File: config.mk
export PLATFORM = sky130hd
export DESIGN_NAME = data_port
export DESIGN_NICKNAME = d
export VERILOG_FILES = /design/src/design/mem_bus_pkg.sv /design/src/design/cache_pkg.sv /design/src/design/data_port.sv
export VERILOG_INCLUDE_DIRS = /design/src /design/src/include
export SDC_FILE = /design/constraint.sdc
export NUM_CORES = 1
export LEC_CHECK = 0
export ABC_AREA = 1
export BUFFER_PORTS_ARGS = -buffer_cell sky130_fd_sc_hd__clkbuf_2
export CAP_MARGIN = 10
export CORE_AREA = 2 2 132 134
export CTS_BUF_LIST = sky130_fd_sc_hd__clkbuf_8
export DETAILED_ROUTE_END_ITERATION = 6
export DIE_AREA = 0 0 134 136
export HOLD_SLACK_MARGIN = 0.02
export PLACE_DENSITY = 0.63
export SLEW_MARGIN = 40
export SYNTH_ARGS = -nofsm -noshare
export SYNTH_HDL_FRONTEND = slang
export SYNTH_SLANG_ARGS = --single-unit
File: constraint.sdc
create_clock -name clock -period 3.93 [get_ports clock]
set_input_delay 0.5895 -clock clock [delete_from_list [all_inputs] [get_ports clock]]
set_output_delay 0.5895 -clock clock [all_outputs]
set_load 0.01 [all_outputs]
File: src/include/fetch_mem_defines.svh
`ifndef FETCH_MEM_DEFINES_SVH
`define FETCH_MEM_DEFINES_SVH

// address width, only bits 15..3 reach the cache index and tag
`define XLEN 32

`define CACHE_LINES 32
`define CACHE_LINE_BITS $clog2(`CACHE_LINES)

`define MEM_WORDS 256 // doublewords, address bits 10..3

// acceptance to data return, keep below 15 so live tags stay unique
`define MEM_LATENCY 6

`endif

File: src/design/mem_bus_pkg.sv
package mem_bus_pkg;

    // bus opcode
    typedef enum logic [1:0] {
        bus_none  = 2'h0,
        bus_load  = 2'h1,
        bus_store = 2'h2
    } bus_command_e;

    // transaction tag, zero means no transaction
    typedef logic [3:0] mem_tag_t;

    typedef logic [63:0] dword_t;

endpackage

File: src/design/cache_pkg.sv
`include "fetch_mem_defines.svh"

package cache_pkg;

    // line index, address bits 7..3
    typedef logic [`CACHE_LINE_BITS-1:0] cache_index_t;

    // line tag, the rest of bits 15..3 above the index
    typedef logic [12-`CACHE_LINE_BITS:0] cache_tag_t;

    // data port FSM
    typedef enum logic [1:0] {
        port_idle    = 2'h0,
        port_request = 2'h1,
        port_wait    = 2'h2
    } dport_state_e;

endpackage

File: src/design/data_port.sv
`timescale 1ns/1ps
`include "fetch_mem_defines.svh"

module data_port (
    input  logic                       clock,
    input  logic                       reset,
    input  logic                       req_valid,
    input  logic                       req_store,
    output logic                       req_ready,
    input  logic [`XLEN-1:0]           req_addr,
    input  mem_bus_pkg::dword_t        req_data,
    output logic                       resp_valid,
    output mem_bus_pkg::dword_t        resp_data,
    output mem_bus_pkg::bus_command_e  dport_command,
    output logic [`XLEN-1:0]           dport_addr,
    output mem_bus_pkg::dword_t        dport_data,
    input  mem_bus_pkg::mem_tag_t      dport_response,
    input  mem_bus_pkg::dword_t        mem_data,
    input  mem_bus_pkg::mem_tag_t      mem_tag
);
    import mem_bus_pkg::*;
    import cache_pkg::*;

    dport_state_e     state;
    dport_state_e     next_state;

    // captured request
    logic             hold_store;
    logic [`XLEN-1:0] hold_addr;
    dword_t           hold_data;
    mem_tag_t         pending_tag;

    logic             accepted;
    logic             store_done;
    logic             load_done;

    assign req_ready = (state == port_idle);

    assign accepted   = (state == port_request) && (dport_response != '0);
    assign store_done = accepted && hold_store;           // stores finish at acceptance
    assign load_done  = (state == port_wait) && (mem_tag == pending_tag);

    assign resp_valid = store_done || load_done;
    assign resp_data  = load_done ? mem_data : hold_data; // store echoes its data

    assign dport_command = (state != port_request) ? bus_none
                         : hold_store              ? bus_store
                         :                           bus_load;
    assign dport_addr    = {hold_addr[`XLEN-1:3], 3'b000};
    assign dport_data    = hold_data;

    always_comb begin
        next_state = state;
        case (state)
            port_idle: begin
                if (req_valid) begin
                    next_state = port_request;
                end
            end
            port_request: begin
                if (accepted) begin
                    next_state = hold_store ? port_idle : port_wait;
                end
            end
            port_wait: begin
                if (load_done) begin
                    next_state = port_idle;
                end
            end
            default: next_state = port_idle;
        endcase
    end

    always_ff @(posedge clock) begin
        if (reset) begin
            state <= port_idle;
        end else begin
            state <= next_state;
        end
    end

    always_ff @(posedge clock) begin
        if (req_valid && req_ready) begin
            hold_store <= req_store;
            hold_addr  <= req_addr;
            hold_data  <= req_data;
        end
        if (accepted) begin
            pending_tag <= dport_response; // nonzero by definition of accepted
        end
    end

    // an accepted load answers exactly MEM_LATENCY cycles later
    load_latency: assert property (@(posedge clock) disable iff (reset)
        accepted && !hold_store |-> ##`MEM_LATENCY load_done);

endmodule

# [Word level (Yosys, flattened, before mapping)]
# Cells that the tools add are included.
[classes] muxes=8 eq_ne=7 n_reduce_logical=8
[ops] operator="two-way mux 64 bit" count=1
[ops] operator="two-way mux 2 bit" count=6
[ops] operator="inequality test 2 bit, second input constant" count=3
[ops] operator="case mux 2 bit (3 select lines)" count=1
[ops] operator="equality test 4 bit" count=1
[ops] operator="logical AND 1 bit" count=4
[ops] operator="nonzero test 4 bit" count=1
[ops] operator="AND reduction 3 bit" count=1
[ops] operator="equality test 2 x 1 -> 1 bit, second input constant" count=1
[ops] operator="equality test 2 bit, second input constant" count=1
[ops] operator="logical NOT 2 bit" count=1
[ops] operator="inequality test 2 x 1 -> 1 bit, second input constant" count=1
[ops] operator="logical OR 1 bit" count=1
[word_totals] in_bits=172 elab_cells=28 out_inout_bits=164 regBits=103

# [Longest topological paths before layout]
[depth] ltp_word=4 depth_mapped=9 depth_no_buf=7

# [Worst setup path after synthesis]
# OpenSTA, ideal clock, no wires.
[synth_timing] path_kind="register to register" from="register state[0]" to="register hold_data[0], in the netlist dport_data[0], enable pin" path_stages_with_launch=4 setup_ns=0.448 t_arrival_ns=2.494 slack_ns=0.988 period_less_slack_ns=2.942 n_path_buf=0 required_time_ns=3.482 path_cell_list="dfxtp_1 > nor2_1 > nand2_1 > inv_1"
[synth_via] elab_chain_cells=2
[synth_lines] element="from (decl)" line_no="data_port.sv:24" text="dport_state_e state;"
[synth_lines] element="from (signal assigned)" line_no="data_port.sv:76" text="state <= port_idle;"
[synth_lines] element="from (signal assigned)" line_no="data_port.sv:78" text="state <= next_state;"
[synth_lines] element="logical NOT 2 bit" line_no="data_port.sv:37" text="assign req_ready = (state == port_idle);"
[synth_lines] element="via req_ready" line_no="data_port.sv:9" text="output logic req_ready,"
[synth_lines] element="logical AND 1 bit" line_no="data_port.sv:83" text="if (req_valid && req_ready) begin"
[synth_lines] element="to (signal assigned)" line_no="data_port.sv:86" text="hold_data <= req_data;"
[synth_lines] element="to (decl)" line_no="data_port.sv:30" text="dword_t hold_data;"
# The timed path passes the listed nets, and every way through them passes these cells.
# A chain may end at the register's enable or synchronous reset.

# [Worst setup path in the final report]
[layout_timing] from="register pending_tag[1]" to="output port resp_data[28]"
[layout_via] elab_chain_cells=3
[layout_lines] element="from (decl)" line_no="data_port.sv:31" text="mem_tag_t pending_tag;"
[layout_lines] element="from (signal assigned)" line_no="data_port.sv:89" text="pending_tag <= dport_response;"
[layout_lines] element="equality test 4 bit" line_no="data_port.sv:41" text="assign load_done = (state == port_wait) && (mem_tag == pending_tag);"
[layout_lines] element="logical AND 1 bit" line_no="data_port.sv:41"
[layout_lines] element="two-way mux 64 bit" line_no="data_port.sv:44" text="assign resp_data = load_done ? mem_data : hold_data;"
[layout_lines] element="to (decl)" line_no="data_port.sv:13" text="output mem_bus_pkg::dword_t resp_data,"
# No other way between the ends.

==> results list <==
- Derived from the worst setup path, the maximum achievable clock frequency is 0.376 GHz.
- Total global routing overflow: 0
- OpenSTA, run right after detailed placement, puts the worst setup slack at 1.39 ns.
* Wire length on met1: 4500 um
* First-pass GRT wire length: 16700 um
* Met2 wire length: 6140 um
- Number of slew-limit violations in the final report: 0
- Die area: 18200 sq um
* Area occupied by registers: 2980 sq um
- Routability cong.: 0.780
* Critical Path Fanout Max: 129
- Initial Util: 25.9%
- Footprint of the multi-input gates: 937 sq um
- Detailed routing inserted a total of 3563 vias.
- Endpoints failing setup: 0
* Sequential element share of the synthesized area: 68.2%
- Entering global routing, the biggest net connects 130 pins.
* Required time of the critical path: 3.34 ns
- Beginning of the critical path: pending_tag[1]
- Min cycle time layout: 2.66 ns
* Setup repair after global routing missed its margin: no
* Reported net switching power: 663 uW
- Most frequent standard cell in the layout excluding fill and tap cells: sky130_fd_sc_hd__clkbuf_2
* Setup slack, reg-to-reg: 2.12 ns
* Met3 wirelength from detailed routing: 911 um
- Post-CTS Setup Repair Bufs: 0
* GR Util All Layers: 12.0%
- The flow ran to the end, and the final reports show no timing, DRC or antenna violations.
- Crit-path leading delay family: buffers and inverters
- Setup_tns: 0 ns
* Reg-to-Reg End: dport_data[20]
* Number of antenna diodes: 0
- The number of clock buffers added by TritonCTS is 9.
- Number of antenna violations at the first check in global routing: 0
- Number of hold buffers added after cts: 0
* Biggest cell delay along the critical path: 0.48 ns
- Drt first-iter violations: 89
- Post-synthesis to final-layout area growth: 45.8%
- Overall power of the completed layout: 2.38 mW
- In this run the count of I/O pins placed on the die edge is 336.
* Mean routed wirelength per cell: 12.7 um
- The worst hold path begins at reset.
- The first TritonRoute pass finished after 4 iterations.
- Dividing the detail-routed via count by the number of cells gives 3.89.
- Cells with a size suffix above 1 make up 58.8% of the layout.
- Buffer depth of the longest clock path: 2
- The HPWL after detailed placement is 9390 um.
- IO Port Bufs: 329
- Across the routed clock network, the largest skew measured is 0.0120 ns.
- The number of failing hold endpoints at the final stage was 0.
* CTS sink count: 100
- Synthesis-stage register bit count: 100
* Leakage power of the design: 3.34 nW
- Cell repeated most along the worst path: sky130_fd_sc_hd__nand2_1
- Yosys warnings: 0
* CTS tree: built
- Via count of the first global-routing pass: 3274
- Syn_area_per_cell: 12.1 sq um
- Clock transition at the registers of the reported paths: 0.11 ns
- Chain of cells forming the critical path: inv_1 > nand2_1 > nand2_1 > nor2_2 > nand3_4 > buf_12 > nand2_1 > o21ai_2 > clkbuf_2
- CP arrival: 2.07 ns
- Antenna Nets Post-Route: 0
- Among all stages on the critical path, the largest delay is contributed by sky130_fd_sc_hd__buf_12.
- Number of standard cells in the final layout excluding fillers: 917
- Clock tree root driver cell: sky130_fd_sc_hd__clkbuf_8
* Y dimension of the die: 136 um
* Total routed wirelength: 11700 um
- Crit. End Element: output port
* Switching share of power: 27.9%
- Together, buffers and inverters on the worst path number 3.
- Cell area after technology mapping: 4370 sq um
- Instance count after placement with tap cells included: 901
* Mapped Cells: 360
- Worst skew pair latency: 0.36 ns
- Most used cells in the layout excluding fill and tap cells: 329 x sky130_fd_sc_hd__clkbuf_2, 98 x sky130_fd_sc_hd__edfxtp_1, 83 x sky130_fd_sc_hd__nand2_1
- The worst setup path is launched from a register.
- The initialized floorplan defines 48 standard-cell rows.
- Crit path depth: 9
- R2R depth: 4
- The total area inside the core boundary comes to 16900 sq um.
- After layout, the worst path uses 67.7% of the clock period.
- Cell internal power was estimated by the tool at 1.72 mW.
- Post_cts resized: 0
- Power per Cell Area: 374 nW/um^2
- The share of total power dissipated in combinational logic is 18.2%.
* Util after Layout: 37.8%
- DRC viols: 0
- Number of distinct standard cells referenced by the synthesized netlist: 17
- The tool flagged a number of max-cap violations equal to 0.
- The critical path ends at resp_data[28].
- The share of total power dissipated in sequential elements is 54.9%.
- Minimum setup slack in the final design: 1.27 ns
- Fill count: 1722
- VDD sags by at most 192 uV.
- The clock network accounts for 26.9% of the total power.
- Worst setup path class: register to output port
* Hold WC Path Type: input port to register
- The detailed router used layers up to and including met4.
- For the pin with the worst max-slew slack, the measured transition is 0.652 ns.
- Slew HR: 56.5%
- Crit Reg-Reg Startpoint: state[0]
- Die X-Extent: 134 um
- Number of nets in the layout: 859
- Htree depth: 3
-- cell families after synthesis --
logic type | Yosys count | share of synthesized area [%]
AND/OR/NAND/NOR | 96 | 8.61
flip-flops | 100 | 68.2
buffers and inverters | 96 | 10.7
AO/OA/AOI/OAI | 67 | 12.4
other | 1 | 0.0858
-- worst min-delay path by stage --
stage / to / slack (ns) / cells past startpoint
5_1_grt: hold_addr[4] / 0.34 / 1
4_1_cts: state[0] / 0.33 / 2
3_5_place_dp: state[1] / 0.60 / 3
3_3_place_gp: state[1] / 0.58 / 4
6_report: state[0] / 0.37 / 2
2_1_floorplan: state[1] / 0.53 / 3
-- cell type report --
class,count,share of cell area (%)
Sequential cell,100,46.8
Timing Repair Buffer,332,26.4
Multi-Input combinational cell,166,14.7
Inverter,78,4.63
Tap cell,225,4.42
Clock buffer,10,2.16
Clock inverter,6,0.884
-- synth_stat cells --
master	instances	area share, %
sky130_fd_sc_hd__nor2_2	2	0.29
sky130_fd_sc_hd__nand3_2	1	0.23
sky130_fd_sc_hd__nand3_1	1	0.11
sky130_fd_sc_hd__edfxtp_1	98	67
sky130_fd_sc_hd__buf_6	12	3.1
sky130_fd_sc_hd__a21oi_1	3	0.34
sky130_fd_sc_hd__buf_2	1	0.11
sky130_fd_sc_hd__nor2_1	8	0.69
sky130_fd_sc_hd__dfxtp_1	2	0.92
sky130_fd_sc_hd__o21ai_2	55	11
sky130_fd_sc_hd__clkbuf_1	1	0.086
sky130_fd_sc_hd__conb_1	1	0.086
sky130_fd_sc_hd__nand3b_1	1	0.17
sky130_fd_sc_hd__nand2_1	83	7.1
sky130_fd_sc_hd__inv_1	78	6.7
sky130_fd_sc_hd__buf_4	4	0.69
sky130_fd_sc_hd__o21ai_1	9	1.0
-- per-layer routing --
metal	up-vias	global-route usage, %
li1	1810	-
met1	1578	13.4
met2	165	21.0
met3	10	4.06
met4	0	5.08
met5	-	0
-- through the flow --
stage | hold WS (ns) | instance area, sq um
global route | 0.341 | 6370
finish | 0.373 | 6370
floorplan | 0.532 | 4380
detailed placement | 0.596 | 6180
global placement | 0.582 | 6180
CTS | 0.333 | 6370
-- power groups by stage --
stage	logic, mW	clock network (mW)	registers, mW
2_1_floorplan	0.171	0	1.37
3_3_place_gp	0.436	0	1.33
3_5_place_dp	0.441	0	1.33
4_1_cts	0.442	0.675	1.31
5_1_grt	0.480	0.711	1.32
6_report	0.434	0.639	1.31
-- registers in the layout, summed over array words and instances, names as in the netlist --
register	flops
hold_store	1
pending_tag	4
hold_addr	29
dport_data	64
state	2
(Power assumes the default switching activity.)
