[src/include/fetch_mem_defines.svh]
`ifndef FETCH_MEM_DEFINES_SVH
`define FETCH_MEM_DEFINES_SVH

// address width, only bits 15..3 reach the cache index and tag
`define XLEN 32

`define CACHE_LINES 32
`define CACHE_LINE_BITS $clog2(`CACHE_LINES)

`define MEM_WORDS 256 // doublewords, address bits 10..3

// acceptance to data return, keep below 15 so live tags stay unique
`define MEM_LATENCY 6

`endif

[src/design/mem_bus_pkg.sv]
package mem_bus_pkg;

    // bus opcode
    typedef enum logic [1:0] {
        bus_none  = 2'h0,
        bus_load  = 2'h1,
        bus_store = 2'h2
    } bus_command_e;

    // transaction tag, zero means no transaction
    typedef logic [3:0] mem_tag_t;

    typedef logic [63:0] dword_t;

endpackage

[src/design/cache_pkg.sv]
`include "fetch_mem_defines.svh"

package cache_pkg;

    // line index, address bits 7..3
    typedef logic [`CACHE_LINE_BITS-1:0] cache_index_t;

    // line tag, the rest of bits 15..3 above the index
    typedef logic [12-`CACHE_LINE_BITS:0] cache_tag_t;

    // data port FSM
    typedef enum logic [1:0] {
        port_idle    = 2'h0,
        port_request = 2'h1,
        port_wait    = 2'h2
    } dport_state_e;

endpackage

[src/design/icache.sv]
`timescale 1ns/1ps
`include "fetch_mem_defines.svh"

module icache (
    input  logic                       clock,
    input  logic                       reset,
    input  logic                       squash,
    input  logic [`XLEN-1:0]           fetch_addr,
    output mem_bus_pkg::dword_t        fetch_data,
    output logic                       fetch_valid,
    output mem_bus_pkg::bus_command_e  icache_command,
    output logic [`XLEN-1:0]           icache_addr,
    input  mem_bus_pkg::mem_tag_t      icache_response,
    input  mem_bus_pkg::dword_t        mem_data,
    input  mem_bus_pkg::mem_tag_t      mem_tag
);
    import mem_bus_pkg::*;
    import cache_pkg::*;

    cache_index_t current_index;
    cache_tag_t   current_tag;
    cache_index_t last_index;
    cache_tag_t   last_tag;
    logic         last_valid;       // last_index/last_tag hold a real address

    mem_tag_t     pending_tag;      // tag of the accepted miss, zero if none
    logic         miss_outstanding; // miss not yet accepted by memory

    logic         changed_addr;
    logic         tag_match;
    logic         line_fill;
    logic         unanswered_miss;

    // line storage
    dword_t                  line_data [`CACHE_LINES];
    cache_tag_t              line_tag  [`CACHE_LINES];
    logic [`CACHE_LINES-1:0] line_valid;

    assign {current_tag, current_index} = fetch_addr[15:3];

    // a new fetch address starts a fresh lookup
    assign changed_addr = !last_valid
                       || (current_index != last_index)
                       || (current_tag != last_tag);

    assign tag_match = (pending_tag != '0) && (mem_tag == pending_tag);

    // the return only fills if the address that missed is still presented
    assign line_fill = tag_match && !changed_addr && !squash;

    assign unanswered_miss = changed_addr ? !fetch_valid
                                          : miss_outstanding && (icache_response == '0);

    // retried every cycle until the arbiter hands back a tag
    assign icache_command = (miss_outstanding && !changed_addr) ? bus_load : bus_none;
    assign icache_addr    = {fetch_addr[`XLEN-1:3], 3'b000}; // doubleword aligned

    // hit path, purely combinational
    assign fetch_data  = line_valid[current_index] ? line_data[current_index] : '0;
    assign fetch_valid = line_valid[current_index]
                      && (line_tag[current_index] == current_tag);

    always_ff @(posedge clock) begin
        if (reset || squash) begin
            last_valid       <= 1'b0; // forces a fresh lookup next cycle
            pending_tag      <= '0;
            miss_outstanding <= 1'b0;
        end else begin
            last_valid       <= 1'b1;
            last_index       <= current_index;
            last_tag         <= current_tag;
            miss_outstanding <= unanswered_miss;

            if (miss_outstanding) begin
                pending_tag <= icache_response; // stays zero while rejected
            end else if (changed_addr || tag_match) begin
                pending_tag <= '0;              // dropped on move or consumed by fill
            end
        end
    end

    always_ff @(posedge clock) begin
        if (reset) begin
            line_valid <= '0;
        end else if (line_fill) begin
            line_valid[current_index] <= 1'b1;
        end
    end

    always_ff @(posedge clock) begin
        if (line_fill) begin
            line_data[current_index] <= mem_data;
            line_tag[current_index]  <= current_tag;
        end
    end

    // a fill with the address held becomes a hit on the next cycle
    fill_then_hit: assert property (@(posedge clock) disable iff (reset)
        line_fill |=> fetch_valid || changed_addr);

    // once hit, the line stays resident while the address is held
    hit_is_sticky: assert property (@(posedge clock) disable iff (reset)
        fetch_valid |=> fetch_valid || changed_addr);

endmodule

[config.mk]
export PLATFORM = sky130hd
export DESIGN_NAME = icache
export DESIGN_NICKNAME = d
export VERILOG_FILES = /design/src/design/mem_bus_pkg.sv /design/src/design/cache_pkg.sv /design/src/design/icache.sv
export VERILOG_INCLUDE_DIRS = /design/src /design/src/include
export SDC_FILE = /design/constraint.sdc
export NUM_CORES = 2
export LEC_CHECK = 0
export BUFFER_PORTS_ARGS = -buffer_cell sky130_fd_sc_hd__buf_2
export CORE_MARGIN = 1.5
export CORE_UTILIZATION = 35
export CTS_CLUSTER_SIZE = 28
export DETAILED_ROUTE_END_ITERATION = 7
export PLACE_DENSITY_LB_ADDON = 0.15
export SLEW_MARGIN = 20
export SYNTH_ARGS = -nofsm -noshare
export SYNTH_HDL_FRONTEND = slang
export SYNTH_SLANG_ARGS = --single-unit
[constraint.sdc]
create_clock -name clock -period 10.5 [get_ports clock]
set_clock_uncertainty 0.15 [all_clocks]
set_input_delay 1.575 -clock clock [delete_from_list [all_inputs] [get_ports clock]]
set_output_delay 1.575 -clock clock [all_outputs]
set_load 0.01 [all_outputs]
; ---- After elaboration in Yosys (flattened, before gate mapping)
; Memory sizes are Yosys's and may differ from the RTL's.
; Index checks and enable logic that the tools add are counted.
[op_classes]
order_cmp = 2
n_eq_ne = 4
muxes = 12
bitwise = 1
n_reduce_logical = 18
[ops]
columns = cell, count
row1 = 64-bit two-way mux, 1
row2 = 32-bit OR, 1
row3 = 8-bit equality test, 1
row4 = 4-bit two-way mux, 2
row5 = 8-bit inequality test, 1
row6 = 1-bit logical AND, 7
row7 = 1-bit two-way mux, 7
row8 = 5-bit by 6-bit less-than comparator with 1-bit output (second input constant), 1
row9 = 1-bit binary-select mux with 5-bit select, 1
row10 = 1-bit demux with 5-bit select, 1
row11 = 5-bit by 1-bit >= comparator with 1-bit output (second input constant), 1
row12 = 5-bit inequality test, 1
row13 = 4-bit equality test, 1
row14 = 1-bit zero test, 4
row15 = 4-bit zero test, 1
row16 = 1-bit logical OR, 4
row17 = 4-bit nonzero test, 1
row18 = 2-bit nonzero test, 1
[totals]
regBits = 51
ramBits = 2304
in_bits = 107
output_inout_bits = 99
memories = 2
[mem_list]
columns = memory, depth, width, read_ports, rd_ports_with_merged_regs, write_ports, line
row1 = line_data, 32, 64, 1, 0, 1, icache.sv:35  ; dword_t line_data [`CACHE_LINES];
row2 = line_tag, 32, 8, 1, 0, 1, icache.sv:36  ; cache_tag_t line_tag [`CACHE_LINES];

; ---- Logic depth before layout (Yosys ltp)
[logic_depth]
depth_word = 8
depth_mapped = 12
depth_no_buf = 7

; ---- Least setup slack after synthesis
; OpenSTA, ideal clock, no wires.
[synth_timing]
path_kind = input to register
startpoint = input port fetch_addr[5]
endpoint = memory line_data[8][0] (netlist bit), enable pin
setup_time_ps = 590
arrival_time_ps = 8010
slack_ps = 1750
stages = 8
path_buffers = 2
path_cell_list = buf_2 > xnor2_1 > nand4_1 > or4_4 > nor4_2 > nand2b_1 > clkbuf_1 > nor3_1
[synth_between]
elab_chain_len = 8
[synth_lines]
columns = element, line
row1 = "start, declared", icache.sv:8  ; input logic [`XLEN-1:0] fetch_addr,
row2 = 5-bit inequality test, icache.sv:43  ; || (current_index != last_index)
row3 = 1-bit logical OR, icache.sv:43
row4 = 1-bit logical OR, icache.sv:44  ; || (current_tag != last_tag);
row5 = 1-bit zero test, icache.sv:49  ; assign line_fill = tag_match && !changed_addr && !squash;
row6 = 1-bit logical AND (2 in a row), icache.sv:49
row7 = 1-bit two-way mux, icache.sv:91  ; if (line_fill) begin
row8 = 1-bit two-way mux (implied by the code), icache.sv:92  ; line_data[current_index] <= mem_data;
row9 = "end, declared", icache.sv:35
; Several ways; a longest one is shown, not always the timed one.

; ---- Final worst setup path
[layout_timing]
startpoint = input port fetch_addr[4]
endpoint = output port fetch_data[0]
[layout_between]
elab_chain_len = 3
elab_cells_between_ends = 4
[layout_lines]
columns = element, line
row1 = 1-bit binary-select mux with 5-bit select, icache.sv:59  ; assign fetch_data = line_valid[current_index] ? line_data[current_index] : '0;
row2 = 1-bit two-way mux (implied by the code), icache.sv:59
row3 = 64-bit two-way mux (*), icache.sv:59
row4 = "end, declared", icache.sv:9  ; output mem_bus_pkg::dword_t fetch_data,
; Mark *: on every way between the ends. The rest lies on a longest branch, timed or not. The select of a mux whose other input is x is not followed.

==> impl_metrics.csv <==
group,metric,value,unit
worst_hold_path,hold_path.class,"register to register",
timing,hold_violations,0,
placement,gp_congestion,0.725,
clock_tree,cts-htree-levels,5,
floorplan,ios,206,
placement,portBuffers,166,
grt,grt_overflow,0,
routing,drt_iter0_drc,4325,
routing,ant_nets,0,
worst_hold_path,min_from,"line_valid[4]",
floorplan,initial_core_util,35.1,%
synthesis,synth_ff_type,"edfxtp_1",
run_status,status,"completed",
worst_setup_path,worst-path-stages,10,
clock_tree,cts.clk_slew.worst_paths,50,ps
timing,setup_viol,0,
placement,place_area,95000,um^2
placement,place_hpwl,124000,um
synthesis,synth_cell_types,54,
clock_tree,ctsHoldBuffers,0,
power,p_leak,32.4,nW
floorplan,std_cell_rows,186,
finish,layout_common_cells,"2317 x edfxtp_1, 520 x mux4_2, 280 x clkbuf_16",
synthesis,synth_seq_cells,2355,
grt,groute.usage.overall,19.0,%
routing,routed_via_density,5.45,
flow_run,maxCapViolCount,0,
synthesis,synthCells,4006,
timing,rsz0062_at_grt,"false",
worst_setup_path,r2r_slack,5530,ps
timing,slew_violations,0,
routing,drc,0,
worst_setup_path,endpoint_kind,"output pin",
clock_tree,cts_buffer_depth,4,
worst_setup_path,required,8780,ps
worst_setup_path,crit_family,"buffers and inverters",
routing,wire_per_inst,31.6,um
timing,finalCriticalPeriod,7300,ps
timing,fin_tns_setup,0,ps
floorplan,coreArea,256000,um^2
routing,drt-total-wl,249000,um
grt,antenna_found_initial,25,
routing,dr.pass1.iters,6,
finish,area_growth,14.4,%
floorplan,die_x,510,um
worst_hold_path,min_to,"line_valid[4]",
synthesis,synth_warnings,0,
routing,vias,42900,
worst_setup_path,critPathMaxFanout,107,
grt,grt_pass1_wl,347000,um
worst_setup_path,start_kind,"input port",
synthesis,synth-edff-count,2317,
clock_tree,insertion_delay,910,ps
finish,finalNetCount,4413,
worst_setup_path,critical_path.cell_chain,"buf_8 -> buf_12 -> buf_4 -> mux4_2 -> a22o_1 -> a221oi_1 -> o21ai_0 -> a21oi_1 -> nor2_1 -> buf_2",
finish,final_cells,7877,
clock_tree,cts_tree,"built",
clock_tree,clockRootBuffer,"clkbuf_16",
worst_setup_path,cp_slowest_stage_delay,860,ps
floorplan,die_y,510,um
clock_tree,cts_resized,0,
worst_setup_path,worstPathArrival,5570,ps
power,peakVddDrop,0.179,mV
worst_setup_path,cp_num_buf_inv,4,
worst_setup_path,worstSetupPathType,"input port to output pin",
clock_tree,cts_made_buffers,275,
clock_tree,cts_setup_buffers,0,
worst_setup_path,r2r_end,"line_data[15][10]",
worst_hold_path,hold_depth,2,
finish,layout_commonest_cell,"edfxtp_1",
clock_tree,cts.sinks,2355,
synthesis,yosysSeqAreaShare,78.1,%
synthesis,syn_avg_cell_area,22.5,um^2
placement,dp_cells,7413,
finish,drive_gt1_share,27.7,%
worst_setup_path,cp_slowest_cell,"buf_4",
timing,maxSlewHeadroom,24.7,%
grt,grt_pass1_vias,44000,
synthesis,async_flop_share,0,%
worst_setup_path,reg2regPathDepth,7,
synthesis,syn_area,90100,um^2
power,power_density,193,nW/um^2
timing,worst_slew_pin_slew,1130,ps
grt,grt_max_degree,128,
finish,postLayoutCellArea,103000,um^2
timing,min_period_over_period,69.5,%
floorplan,die-area,260000,um^2
worst_setup_path,r2r-start,"last_tag[0]",
timing,clock.fmax,137,MHz
[routing by layer]
layer  GRT usage [%]  routed length (um)
met2            30.5              119000
met3            3.07               13400
met1            27.3              112000
met4            4.10                4300
met5               0                  90
[tightest hold or removal path, stage by stage (launching register included)]
cell     delay [ps]
dfxtp_1         320
a21oi_1          40
nor2_1           70
[state kept, by name, summed over array words and instances, names as in the netlist]
register / cells
last_index: 5
line_valid: 32
last_valid: 1
pending_tag: 4
line_data: 2048
last_tag: 8
miss_outstanding: 1
line_tag: 256
[power by group]
part	leakage [nW]	internal [W]	switching, W
clock network	3.94	0.00511	0.00365
logic	7.32	0.000301	0.000512
registers	21.1	0.0103	0.00000188
total	32.4	0.0157	0.00417
[cell type report]
type / instances / area (um^2)
sequential: 2355 / 70300
clock inverter: 114 / 798
antenna: 1 / 2.50
clock buffer: 349 / 7280
fill: 22600 / 153000
multi-input combinational: 1392 / 18600
inverter: 2 / 7.51
tap: 3384 / 4230
timing repair buffer: 280 / 1870
[how the worst max path moves through the flow]
stage	start	endpoint	slack (ps)
after floorplan	fetch_addr[5]	line_data[8][0]	1750
after global placement	fetch_addr[4]	fetch_data[0]	3070
after detailed placement	fetch_addr[4]	line_data[15][10]	3080
after CTS	fetch_addr[4]	fetch_data[0]	3120
after global routing	fetch_addr[3]	fetch_data[34]	2950
final	fetch_addr[4]	fetch_data[0]	3200
[cell families (layout without fill, tap and decap cells)]
kind of cell / Yosys count / in the layout / share of synthesized area, %
flops: 2355 / 2355 / 78.1
mux: 784 / 784 / 16.1
compound gates: 340 / 340 / 2.56
buf+inv: 262 / 745 / 1.68
simple gates: 243 / 243 / 1.34
xor+xnor: 21 / 21 / 0.204
other cells: 1 / 5 / 0.00416
[through the flow]
step                total power, W  setup WS [ps]  hold slack [ps]  util [%]
finish                      0.0199           3200              318      40.2
global route                0.0205           2950              329      40.2
CTS                         0.0201           3120              318      40.2
detailed placement          0.0114           3080              305      37.0
global placement            0.0113           3070              291      37.0
floorplan                   0.0110           1750              278         -
[cell usage after synthesis, types with 6 or more instances]
library cell  number  area share [%]
buf_4             75            0.62
a21oi_1           79            0.44
o21ai_0           20            0.11
edfxtp_1        2317              77
clkbuf_1          67            0.28
mux4_1             8            0.23
nor3_1             7           0.039
o22ai_1           79            0.55
nor2_1           143            0.60
mux2i_1          211             2.3
mux4_2           520              13
o221a_2            6           0.075
mux2_2            45            0.56
a221oi_1          51            0.50
nand4_1           13           0.090
nor4_1            13           0.090
buf_6             12            0.15
dfxtp_1           38            0.84
buf_2            103            0.57
a22o_1            51            0.50
a22oi_1           14            0.12
xnor2_1           18            0.17
nand2_1           17           0.071
o21ai_1           27            0.15
Power figures use the tool's default switching activity.
