<file path="src/include/fetch_mem_defines.svh">
`ifndef FETCH_MEM_DEFINES_SVH
`define FETCH_MEM_DEFINES_SVH

// address width, only bits 15..3 reach the cache index and tag
`define XLEN 32

`define CACHE_LINES 32
`define CACHE_LINE_BITS $clog2(`CACHE_LINES)

`define MEM_WORDS 256 // doublewords, address bits 10..3

// acceptance to data return, keep below 15 so live tags stay unique
`define MEM_LATENCY 6

`endif

</file>
<file path="src/design/mem_bus_pkg.sv">
package mem_bus_pkg;

    // bus opcode
    typedef enum logic [1:0] {
        bus_none  = 2'h0,
        bus_load  = 2'h1,
        bus_store = 2'h2
    } bus_command_e;

    // transaction tag, zero means no transaction
    typedef logic [3:0] mem_tag_t;

    typedef logic [63:0] dword_t;

endpackage

</file>
<file path="src/design/mem_arbiter.sv">
`timescale 1ns/1ps
`include "fetch_mem_defines.svh"

module mem_arbiter (
    input  logic                       clock,
    input  mem_bus_pkg::bus_command_e  dport_command,
    input  logic [`XLEN-1:0]           dport_addr,
    input  mem_bus_pkg::dword_t        dport_data,
    output mem_bus_pkg::mem_tag_t      dport_response,
    input  mem_bus_pkg::bus_command_e  icache_command,
    input  logic [`XLEN-1:0]           icache_addr,
    output mem_bus_pkg::mem_tag_t      icache_response,
    output mem_bus_pkg::bus_command_e  mem_command,
    output logic [`XLEN-1:0]           mem_addr,
    output mem_bus_pkg::dword_t        mem_wdata,
    input  mem_bus_pkg::mem_tag_t      mem_response
);
    import mem_bus_pkg::*;

    logic dport_grant; // data port wins whenever it asks

    assign dport_grant = (dport_command != bus_none);

    assign mem_command = dport_grant ? dport_command : icache_command;
    assign mem_addr    = dport_grant ? dport_addr : icache_addr;
    assign mem_wdata   = dport_data; // icache never stores

    // tag only goes back to the winner, loser sees zero and retries
    assign dport_response  = dport_grant ? mem_response : '0;
    assign icache_response = dport_grant ? '0 : mem_response;

    // memory must take every command in the cycle it appears
    same_cycle_accept: assert property (@(posedge clock)
        (mem_command != bus_none) |-> (mem_response != '0));

    // an idle icache never gets a tag handed back
    tag_needs_command: assert property (@(posedge clock)
        (icache_response != '0) |-> (icache_command != bus_none));

endmodule

</file>
<file path="config.mk">
export PLATFORM = sky130hd
export DESIGN_NAME = mem_arbiter
export DESIGN_NICKNAME = d
export VERILOG_FILES = /design/src/design/mem_bus_pkg.sv /design/src/design/mem_arbiter.sv
export VERILOG_INCLUDE_DIRS = /design/src /design/src/include
export SDC_FILE = /design/constraint.sdc
export NUM_CORES = 1
export LEC_CHECK = 0
export BUFFER_PORTS_ARGS = -buffer_cell sky130_fd_sc_hd__buf_2
export CORE_AREA = 2 2 95 97
export DETAILED_ROUTE_END_ITERATION = 10
export DIE_AREA = 0 0 97 99
export PLACE_DENSITY = 0.57
export SLEW_MARGIN = 20
export SYNTH_ARGS = -nofsm -noshare
export SYNTH_HDL_FRONTEND = slang
export SYNTH_SLANG_ARGS = --single-unit
export TNS_END_PERCENT = 10
</file>
<file path="constraint.sdc">
create_clock -name vclk -period 0.9
set_input_delay 0.09 -clock vclk [all_inputs]
set_output_delay 0.09 -clock vclk [all_outputs]
set_load 0.01 [all_outputs]
</file>
Word level (Yosys, flattened, before mapping)
Index checks and enable logic that the tools add are counted.
{ "totals": {"ff_bits": 0, "in_bits": 137, "output_inout_bits": 106, "word_cells": 5} }
{ "classes": {"n_mux": 4, "reduce_logical": 1} }
{ "ops": {"columns": ["op", "n"], "rows": [
  ["32-bit 2-to-1 mux", 1],
  ["4-bit 2-to-1 mux", 2],
  ["2-bit 2-to-1 mux", 1],
  ["2-bit nonzero test", 1]
]} }

Longest topological paths before layout
Gate-level depths: netlist of run 1.
{ "depth": {"ltp_word": 2, "depth_mapped": 3, "depth_no_buf": 2} }

Worst setup path after synthesis of run 1
Ideal clock, no wire load.
{ "synth_path": {"path_kind": "input-to-output", "from": "input dport_command[1]", "to": "output mem_addr[29]", "arrival_ps": 762, "required_ps": 810, "setup_slack_ps": 48, "path_stages": 3, "n_path_buf": 1, "path_cell_list": "nor2_4 -> buf_6 -> mux2_2"} }
{ "synth_via": {"elab_chain_cells": 2} }
{ "synth_lines": {"columns": ["item", "line_no", "source"], "rows": [
  ["start, declared", "mem_arbiter.sv:6", "input mem_bus_pkg::bus_command_e dport_command,"],
  ["2-bit nonzero test", "mem_arbiter.sv:22", "assign dport_grant = (dport_command != bus_none);"],
  ["32-bit 2-to-1 mux", "mem_arbiter.sv:25", "assign mem_addr = dport_grant ? dport_addr : icache_addr;"],
  ["end, declared", "mem_arbiter.sv:14", "output logic [`XLEN-1:0] mem_addr,"]
]} }
Every way passes these cells.

Worst setup path in the final report of run 1
{ "layout_path": {"from": "input dport_command[1]", "to": "output mem_addr[30]"} }
The elaborated chain is that of the path after synthesis.

==> results.cfg, run 1 <==
[cells_and_area]
synthToLayoutAreaGrowth_pct = 38.7
n_clock_buffer = 0
layout.nets = 302
seq_area_sq_um = 0
n_antenna_cell = 0
seq_cell_count = 0
final.fill_count = 960
layout-drive-gt1-share_pct = 92.6
post-route-util_pct = 17.8

[critical_path]
critical_path_cell_count = 5
startpoint_type = input port
worst_path_dominant_cell_family = buffers and inverters
max_stage_delay_ns = 0.34
cp.buffers_inverters = 3
required_ns = 0.81
endpoint_kind = output port
worstPathArrival_ns = 1.03
path_max_fanout = 18
timing.critical_path.cells = buf_6, nor2_4, buf_12, mux2_2, buf_2
critical_path_class = input port to output port
critPathSlowestCell = mux2_2

[global_route]
antenna_violations_before_repair = 0
globalRouteMet2Util_pct = 9.99
grt_overall_usage_pct = 5.05
grt_busiest_layer = met2
grt.met3_usage_pct = 2.06
grt.overflow.total = 0
grt_pass1_vias = 935
use_met1_pct = 4.42
pin_count_of_the_biggest_net_entering_global_routing = 19
first_pass_grt_wire_length_um = 4190

[timing]
grt_setup_unrepaired = yes
final_hold_viol_count = 0
tightestPinTransition_ns = 0.140
timing.final.crit_share_pct = 124
fin_worst_setup_slack_ns = -0.220
max-slew-margin-rel_pct = 90.5
timing.fmax_mhz = 893
slew_violations = 0
finalWorstPathRequiredPeriod_ns = 1.12
final_setup_violating_endpoints = 40
final.setup.tns_ns = -6.91

[synth]
synth.top_cell.area_share_pct = 43.8
synth.top_cells.by_area = buf_4, mux2_4, buf_8
synth_common_cells = buf_4, mux2_4, and2_1, and2b_1, buf_8
yosysWarningCount = 0
synth.net_count = 250
yosysSeqAreaShare_pct = 0
postSynthCellCount = 113
post_synth.cell_area_avg_sq_um = 9.70
yosys.cell_count.top_type = buf_4
syn-cell-area_sq_mm = 0.00110
synth_largest_area_cell = buf_4
netlist-cell-type-count = 11

[power]
powerDensity_mw_per_mm2 = 523
peakVddDrop_uv = 103
total_power_w = 0.000796
cellLeakagePower_nw = 0.831

[drt]
dr_total_vias = 906
via_per_inst = 3.34
antenna_violating_nets_post_route = 0
initialDrtViolationCount = 9
wl_per_cell_um = 10.8
drt_wl_total_um = 2940
drc = 0
drtPass1Iterations = 2

[run_status]
failing_checks = setup timing
result_of_the_run = complete, but fails checks

[hold_path]
min_path_cells = 0
holdCritPathClass = input port to output port

[placed_design]
post-dp-hpwl_um = 2550
port_buffers = 114
gpl.final_weighted_congestion = 0.611

[clocking]
post-cts-setup-buffers = 0

[die]
chipWidth_um = 97
core.rowCount = 34
die_area_sq_mm = 0.00960
coreArea_sq_mm = 0.00855
start_util_pct = 12.8
chipHeight_um = 99
design.portCount = 243

[run]
cap_viol_max_count = 0
==> worst paths after layout <==
kind	from	endpoint	slack, ns
worst max-delay path	dport_command[1]	mem_addr[30]	-0.22
worst min-delay path	dport_data[13]	mem_wdata[13]	0.18
==> cell usage in the layout, fill, tap and decap left out <==
cell     count
and2_1       4
mux2_2       2
inv_1        2
buf_2       82
buf_12       2
nor2_4       1
and2b_1      4
mux2_4      30
a21o_1       1
buf_4        2
buf_6       32
o21ai_0      1
==> cell families (layout without fill, tap and decap cells) <==
family	Yosys count	in the layout	share of synthesized area, %
muxes	32	32	43.2
buffers and inverters	70	120	49.7
and+or+nand+nor	9	9	6.05
AOI/OAI and AO/OA	2	2	1.14
==> report_power, final <==
part | total, W | switching [W] | internal (W)
clock | 0 | 0 | 0
sequential | 0 | 0 | 0
combinational | 0.000796 | 0.000274 | 0.000522
total | 0.000796 | 0.000274 | 0.000522
==> area by class of cell <==
class / instances / area (sq um) / area share (%)
timing repair buffer: 118 / 826 / 54.3
multi-input combinational: 43 / 552 / 36.3
inverter: 2 / 7.51 / 0.494
tap: 108 / 135 / 8.89
==> metrics by stage <==
| step | instance area (sq um) | hold slack, ns | instances | setup slack (ns) |
|---|---|---|---|---|
| final | 1520 | 0.180 | 271 | -0.220 |
| after global routing | 1520 | 0.180 | 271 | -0.263 |
| after CTS | 1520 | 0.180 | 271 | -0.226 |
| after detailed placement | 1320 | 0.180 | 271 | -0.252 |
| after global placement | 1320 | 0.180 | 271 | -0.240 |
| after floorplan | 1100 | 0.272 | 113 | 0.0478 |
==> what timing repair did <==
action	4_1_cts	5_1_grt
hold buffers	0	0
endpoints found under the setup margin	40	40
gates resized for setup	34	0
pin swaps	0	0
==> metal layers <==
layer,vias to the layer above,share of wire [%]
li1,403,-
met1,397,27
met2,84,56
met3,22,14
met4,0,3.0
met5,-,0
Power figures use the tool's default switching activity.
==> run 2: changes to the inputs <==
--- a/config.mk
+++ b/config.mk
@@ -6,11 +6,11 @@
 export SDC_FILE = /design/constraint.sdc
 export NUM_CORES = 1
 export LEC_CHECK = 0
-export BUFFER_PORTS_ARGS = -buffer_cell sky130_fd_sc_hd__buf_2
 export CORE_AREA = 2 2 95 97
 export DETAILED_ROUTE_END_ITERATION = 10
 export DIE_AREA = 0 0 97 99
-export PLACE_DENSITY = 0.57
+export DONT_BUFFER_PORTS = 1
+export PLACE_DENSITY = 0.32
 export SLEW_MARGIN = 20
 export SYNTH_ARGS = -nofsm -noshare
 export SYNTH_HDL_FRONTEND = slang
==> results.cfg, run 2 (same netlist as run 1, synthesis figures left out) <==
[run_status]
failing_checks = setup timing
result_of_the_run = complete, but fails checks

[clocking]
holdBufCountCts = 0

[cells_and_area]
seq_cell_count = 0
mostFrequentLayoutCell = mux2_4
multiInputGateArea_sq_um = 559
post-route-util_pct = 9.50
layout_common_cells = mux2_4, and2_1, and2b_1
layout.nets = 189
synthToLayoutAreaGrowth_pct = -25.9
n_clock_buffer = 0
n_antenna_cell = 0
seq_area_sq_um = 0
layout-drive-gt1-share_pct = 76.0
finish.instance_area_sq_um = 812
final.fill_count = 964

[timing]
max-slew-margin-rel_pct = 76.5
final_setup_violating_endpoints = 25
final_hold_viol_count = 0
grt_setup_unrepaired = yes
slew_violations = 0
tightestPinTransition_ns = 0.349
timing.final.crit_share_pct = 103
final.setup.tns_ns = -0.270
finalWorstPathRequiredPeriod_ns = 0.926
timing.fmax_mhz = 1080
whs_ns = 0.180
fin_worst_setup_slack_ns = -0.0264

[critical_path]
endpoint_kind = output port
path_max_fanout = 12
critical_path_class = input port to output port
worstPathArrival_ns = 0.84
required_ns = 0.81
startpoint_type = input port

[die]
start_util_pct = 12.8
die_area_sq_mm = 0.00960
core.rowCount = 34
coreArea_sq_mm = 0.00855
chipWidth_um = 97
chipHeight_um = 99
design.portCount = 243

[global_route]
antenna_violations_before_repair = 0
first_pass_grt_wire_length_um = 3070
pin_count_of_the_biggest_net_entering_global_routing = 29
grt.overflow.total = 0
grt_pass1_vias = 568
grt_overall_usage_pct = 4.09

[placed_design]
gpl.final_weighted_congestion = 0.598
post-dp-hpwl_um = 2290
placed_cell_area_sq_um = 722
port_buffers = 0

[drt]
drtPass1Iterations = 2
routedLengthMet1_um = 623
wl_per_cell_um = 17.3
antenna_violating_nets_post_route = 0
dr_wl_met3_um = 398
initialDrtViolationCount = 2
routed.top_layer = met4
met2_length_um = 1520
drc = 0
drt_wl_total_um = 2730
via_per_inst = 3.22
dr_total_vias = 508

[power]
pwr-share-seq_pct = 0
sw_frac_of_total_pct = 43.2
pwr-share-clk_pct = 0
p_switching_w = 0.000179
cellLeakagePower_nw = 0.338
cell_internal_power_w = 0.000235
peakVddDrop_uv = 71.9
power.share.combinational_pct = 100.0
powerDensity_mw_per_mm2 = 509

[hold_path]
worst_min_delay_path_endpoint = mem_wdata[12]
holdCritPathClass = input port to output port
hold_path_startpoint = dport_data[12]
min_path_cells = 0

[run]
cap_viol_max_count = 0
==> run 2: cell type report <==
type | count | area share (%)
Timing Repair Buffer | 5 | 13.6
Inverter | 2 | 0.924
Tap cell | 108 | 16.6
Multi-Input combinational cell | 43 | 68.9
==> run 2: how the worst max path moves through the flow <==
| stage | to | cells past startpoint | startpoint |
|---|---|---|---|
| floorplan | mem_addr[29] | 3 | dport_command[1] |
| global placement | mem_addr[23] | 3 | dport_command[1] |
| global route | mem_addr[23] | 4 | dport_command[0] |
| CTS | mem_addr[30] | 3 | dport_command[1] |
| detailed placement | mem_addr[23] | 3 | dport_command[1] |
| finish | mem_addr[23] | 4 | dport_command[0] |
==> run 2: what timing repair did <==
action	CTS	global route
gates resized for setup	1	4
gates cloned	0	2
setup buffers	0	1
pin swaps	0	1
setup endpoints to repair	14	21
==> run 2: power by group through the flow <==
stage,Sequential (W),Clock (W),Combinational (W)
2_1_floorplan,0,0,0.000643
3_3_place_gp,0,0,0.000375
3_5_place_dp,0,0,0.000370
4_1_cts,0,0,0.000374
5_1_grt,0,0,0.000439
6_report,0,0,0.000414
==> run 2: metrics by stage <==
| step | setup slack, ns | power, W | std cells |
|---|---|---|---|
| after global routing | -0.0631 | 0.000439 | 158 |
| after detailed placement | -0.0423 | 0.000370 | 155 |
| final | -0.0264 | 0.000414 | 158 |
| after global placement | -0.0238 | 0.000375 | 155 |
| after floorplan | 0.0478 | 0.000643 | 113 |
| after CTS | -0.0332 | 0.000374 | 155 |
==> run 2: layer usage <==
metal	vias to the layer above	track usage (%)
met4	0	3.58
met2	92	8.92
met1	209	2.42
met3	28	1.35
met5	-	0
li1	179	-
==> run 2: critical path: stages <==
cell and delay [ns]:
nor2_4 0.11, buf_12 0.14, buf_12 0.15, mux2_4 0.34
==> run 3: changes to the inputs <==
--- a/config.mk
+++ b/config.mk
@@ -6,6 +6,7 @@
 export SDC_FILE = /design/constraint.sdc
 export NUM_CORES = 1
 export LEC_CHECK = 0
+export CAP_MARGIN = 20
 export CORE_AREA = 2 2 95 97
 export DETAILED_ROUTE_END_ITERATION = 10
 export DIE_AREA = 0 0 97 99
==> constraint.sdc (replaced) <==
create_clock -name vclk -period 1.05
set_input_delay 0.105 -clock vclk [all_inputs]
set_output_delay 0.105 -clock vclk [all_outputs]
set_load 0.01 [all_outputs]
==> results.cfg, run 3 (same netlist as run 1, synthesis figures left out) <==
[global_route]
grt_overall_usage_pct = 4.09
grt.overflow.total = 0
pin_count_of_the_biggest_net_entering_global_routing = 29
first_pass_grt_wire_length_um = 3070
antenna_violations_before_repair = 0
grt_pass1_vias = 568

[power]
cellLeakagePower_nw = 0.296
p_switching_w = 0.000143
pwr-share-clk_pct = 0
sw_frac_of_total_pct = 45.9
powerDensity_mw_per_mm2 = 432
peakVddDrop_uv = 65.7
power.share.combinational_pct = 100.0
cell_internal_power_w = 0.000169
pwr-share-seq_pct = 0

[placed_design]
gpl.final_weighted_congestion = 0.598
port_buffers = 0
dpl.cell_count = 155
post-dp-hpwl_um = 2290

[clocking]
holdBufCountCts = 0
ctsResizeCount = 0
post-cts-setup-buffers = 0

[timing]
tightestPinTransition_ns = 0.351
final_setup_violating_endpoints = 0
max-slew-margin-rel_pct = 76.3
timing.fmax_mhz = 1050
final_hold_viol_count = 0
timing.final.crit_share_pct = 90.8
grt_setup_unrepaired = no
finalWorstPathRequiredPeriod_ns = 0.953
slew_violations = 0
final.setup.tns_ns = 0

[hold_path]
holdCritPathClass = input port to output port
min_path_cells = 0

[critical_path]
max_stage_delay_ns = 0.36
critical_path_cell_count = 3
cp.buffers_inverters = 1
worstPathArrival_ns = 0.85
endpoint_kind = output port
critical_path_start = dport_command[1]
required_ns = 0.94
startpoint_type = input port
timing.critical_path.cells = nor2_4, buf_4, mux2_4
critPathSlowestCell = mux2_4
path_max_fanout = 12
worst_setup_path_endpoint = mem_addr[23]
worst_path_dominant_cell_family = multiplexers
critical_path_class = input port to output port

[cells_and_area]
synthToLayoutAreaGrowth_pct = -34.1
final.fill_count = 967
n_antenna_cell = 0
stdcell_count = 155
layout-drive-gt1-share_pct = 74.5
n_clock_buffer = 0
layout.nets = 186
layout_common_cells = mux2_4, and2_1, and2b_1
multiInputGateArea_sq_um = 552
seq_cell_count = 0
seq_area_sq_um = 0
mostFrequentLayoutCell = mux2_4

[run]
cap_viol_max_count = 0

[drt]
drc = 0
drt_wl_total_um = 2500
dr_total_vias = 493
wl_per_cell_um = 16.1
initialDrtViolationCount = 2
drtPass1Iterations = 2
via_per_inst = 3.18
antenna_violating_nets_post_route = 0

[die]
coreArea_sq_mm = 0.00855
start_util_pct = 12.8
chipWidth_um = 97
core.rowCount = 34
chipHeight_um = 99
die_area_sq_mm = 0.00960
design.portCount = 243

[run_status]
result_of_the_run = complete, no violations
[run 3: cell count changes in the layout (fill, tap and decap cells not counted), sizes merged]
cell / delta
buf: -1
clkbuf: -2
[run 3: layout make-up]
class / instances / share of cell area (%)
timing repair buffer: 2 / 3.81
inverter: 2 / 1.04
multi-input combinational: 43 / 76.4
tap: 108 / 18.7
[run 3: metrics by stage]
| stage | hold WS, ns | cell area, sq um | worst slack, ns | power (W) | utilization (%) |
|---|---|---|---|---|---|
| 2_1_floorplan | 0.302 | 1100 | 0.168 | 0.000551 | - |
| 3_3_place_gp | 0.210 | 722 | 0.0962 | 0.000322 | 8.44 |
| 3_5_place_dp | 0.210 | 722 | 0.0777 | 0.000317 | 8.44 |
| 4_1_cts | 0.210 | 722 | 0.0768 | 0.000319 | 8.44 |
| 5_1_grt | 0.210 | 722 | 0.0505 | 0.000330 | 8.44 |
| 6_report | 0.210 | 722 | 0.0969 | 0.000312 | 8.44 |
[run 3: how the worst min path moves through the flow]
stage                        start             to  slack, ns
floorplan            dport_data[0]   mem_wdata[0]       0.30
global placement     dport_data[0]   mem_wdata[0]       0.21
detailed placement   dport_data[0]   mem_wdata[0]       0.21
CTS                  dport_data[0]   mem_wdata[0]       0.21
global route         dport_data[5]   mem_wdata[5]       0.21
finish              dport_data[12]  mem_wdata[12]       0.21
[run 3: power groups by stage]
stage / Combinational (W) / Clock (W) / Sequential [W]
6_report: 0.000312 / 0 / 0
5_1_grt: 0.000330 / 0 / 0
2_1_floorplan: 0.000551 / 0 / 0
3_5_place_dp: 0.000317 / 0 / 0
4_1_cts: 0.000319 / 0 / 0
3_3_place_gp: 0.000322 / 0 / 0
[run 3: layer usage]
layer / wire [um] / GRT usage (%)
met1: 492 / 2.42
met2: 1410 / 8.92
met3: 401 / 1.35
met4: 193 / 3.58
met5: 0 / 0
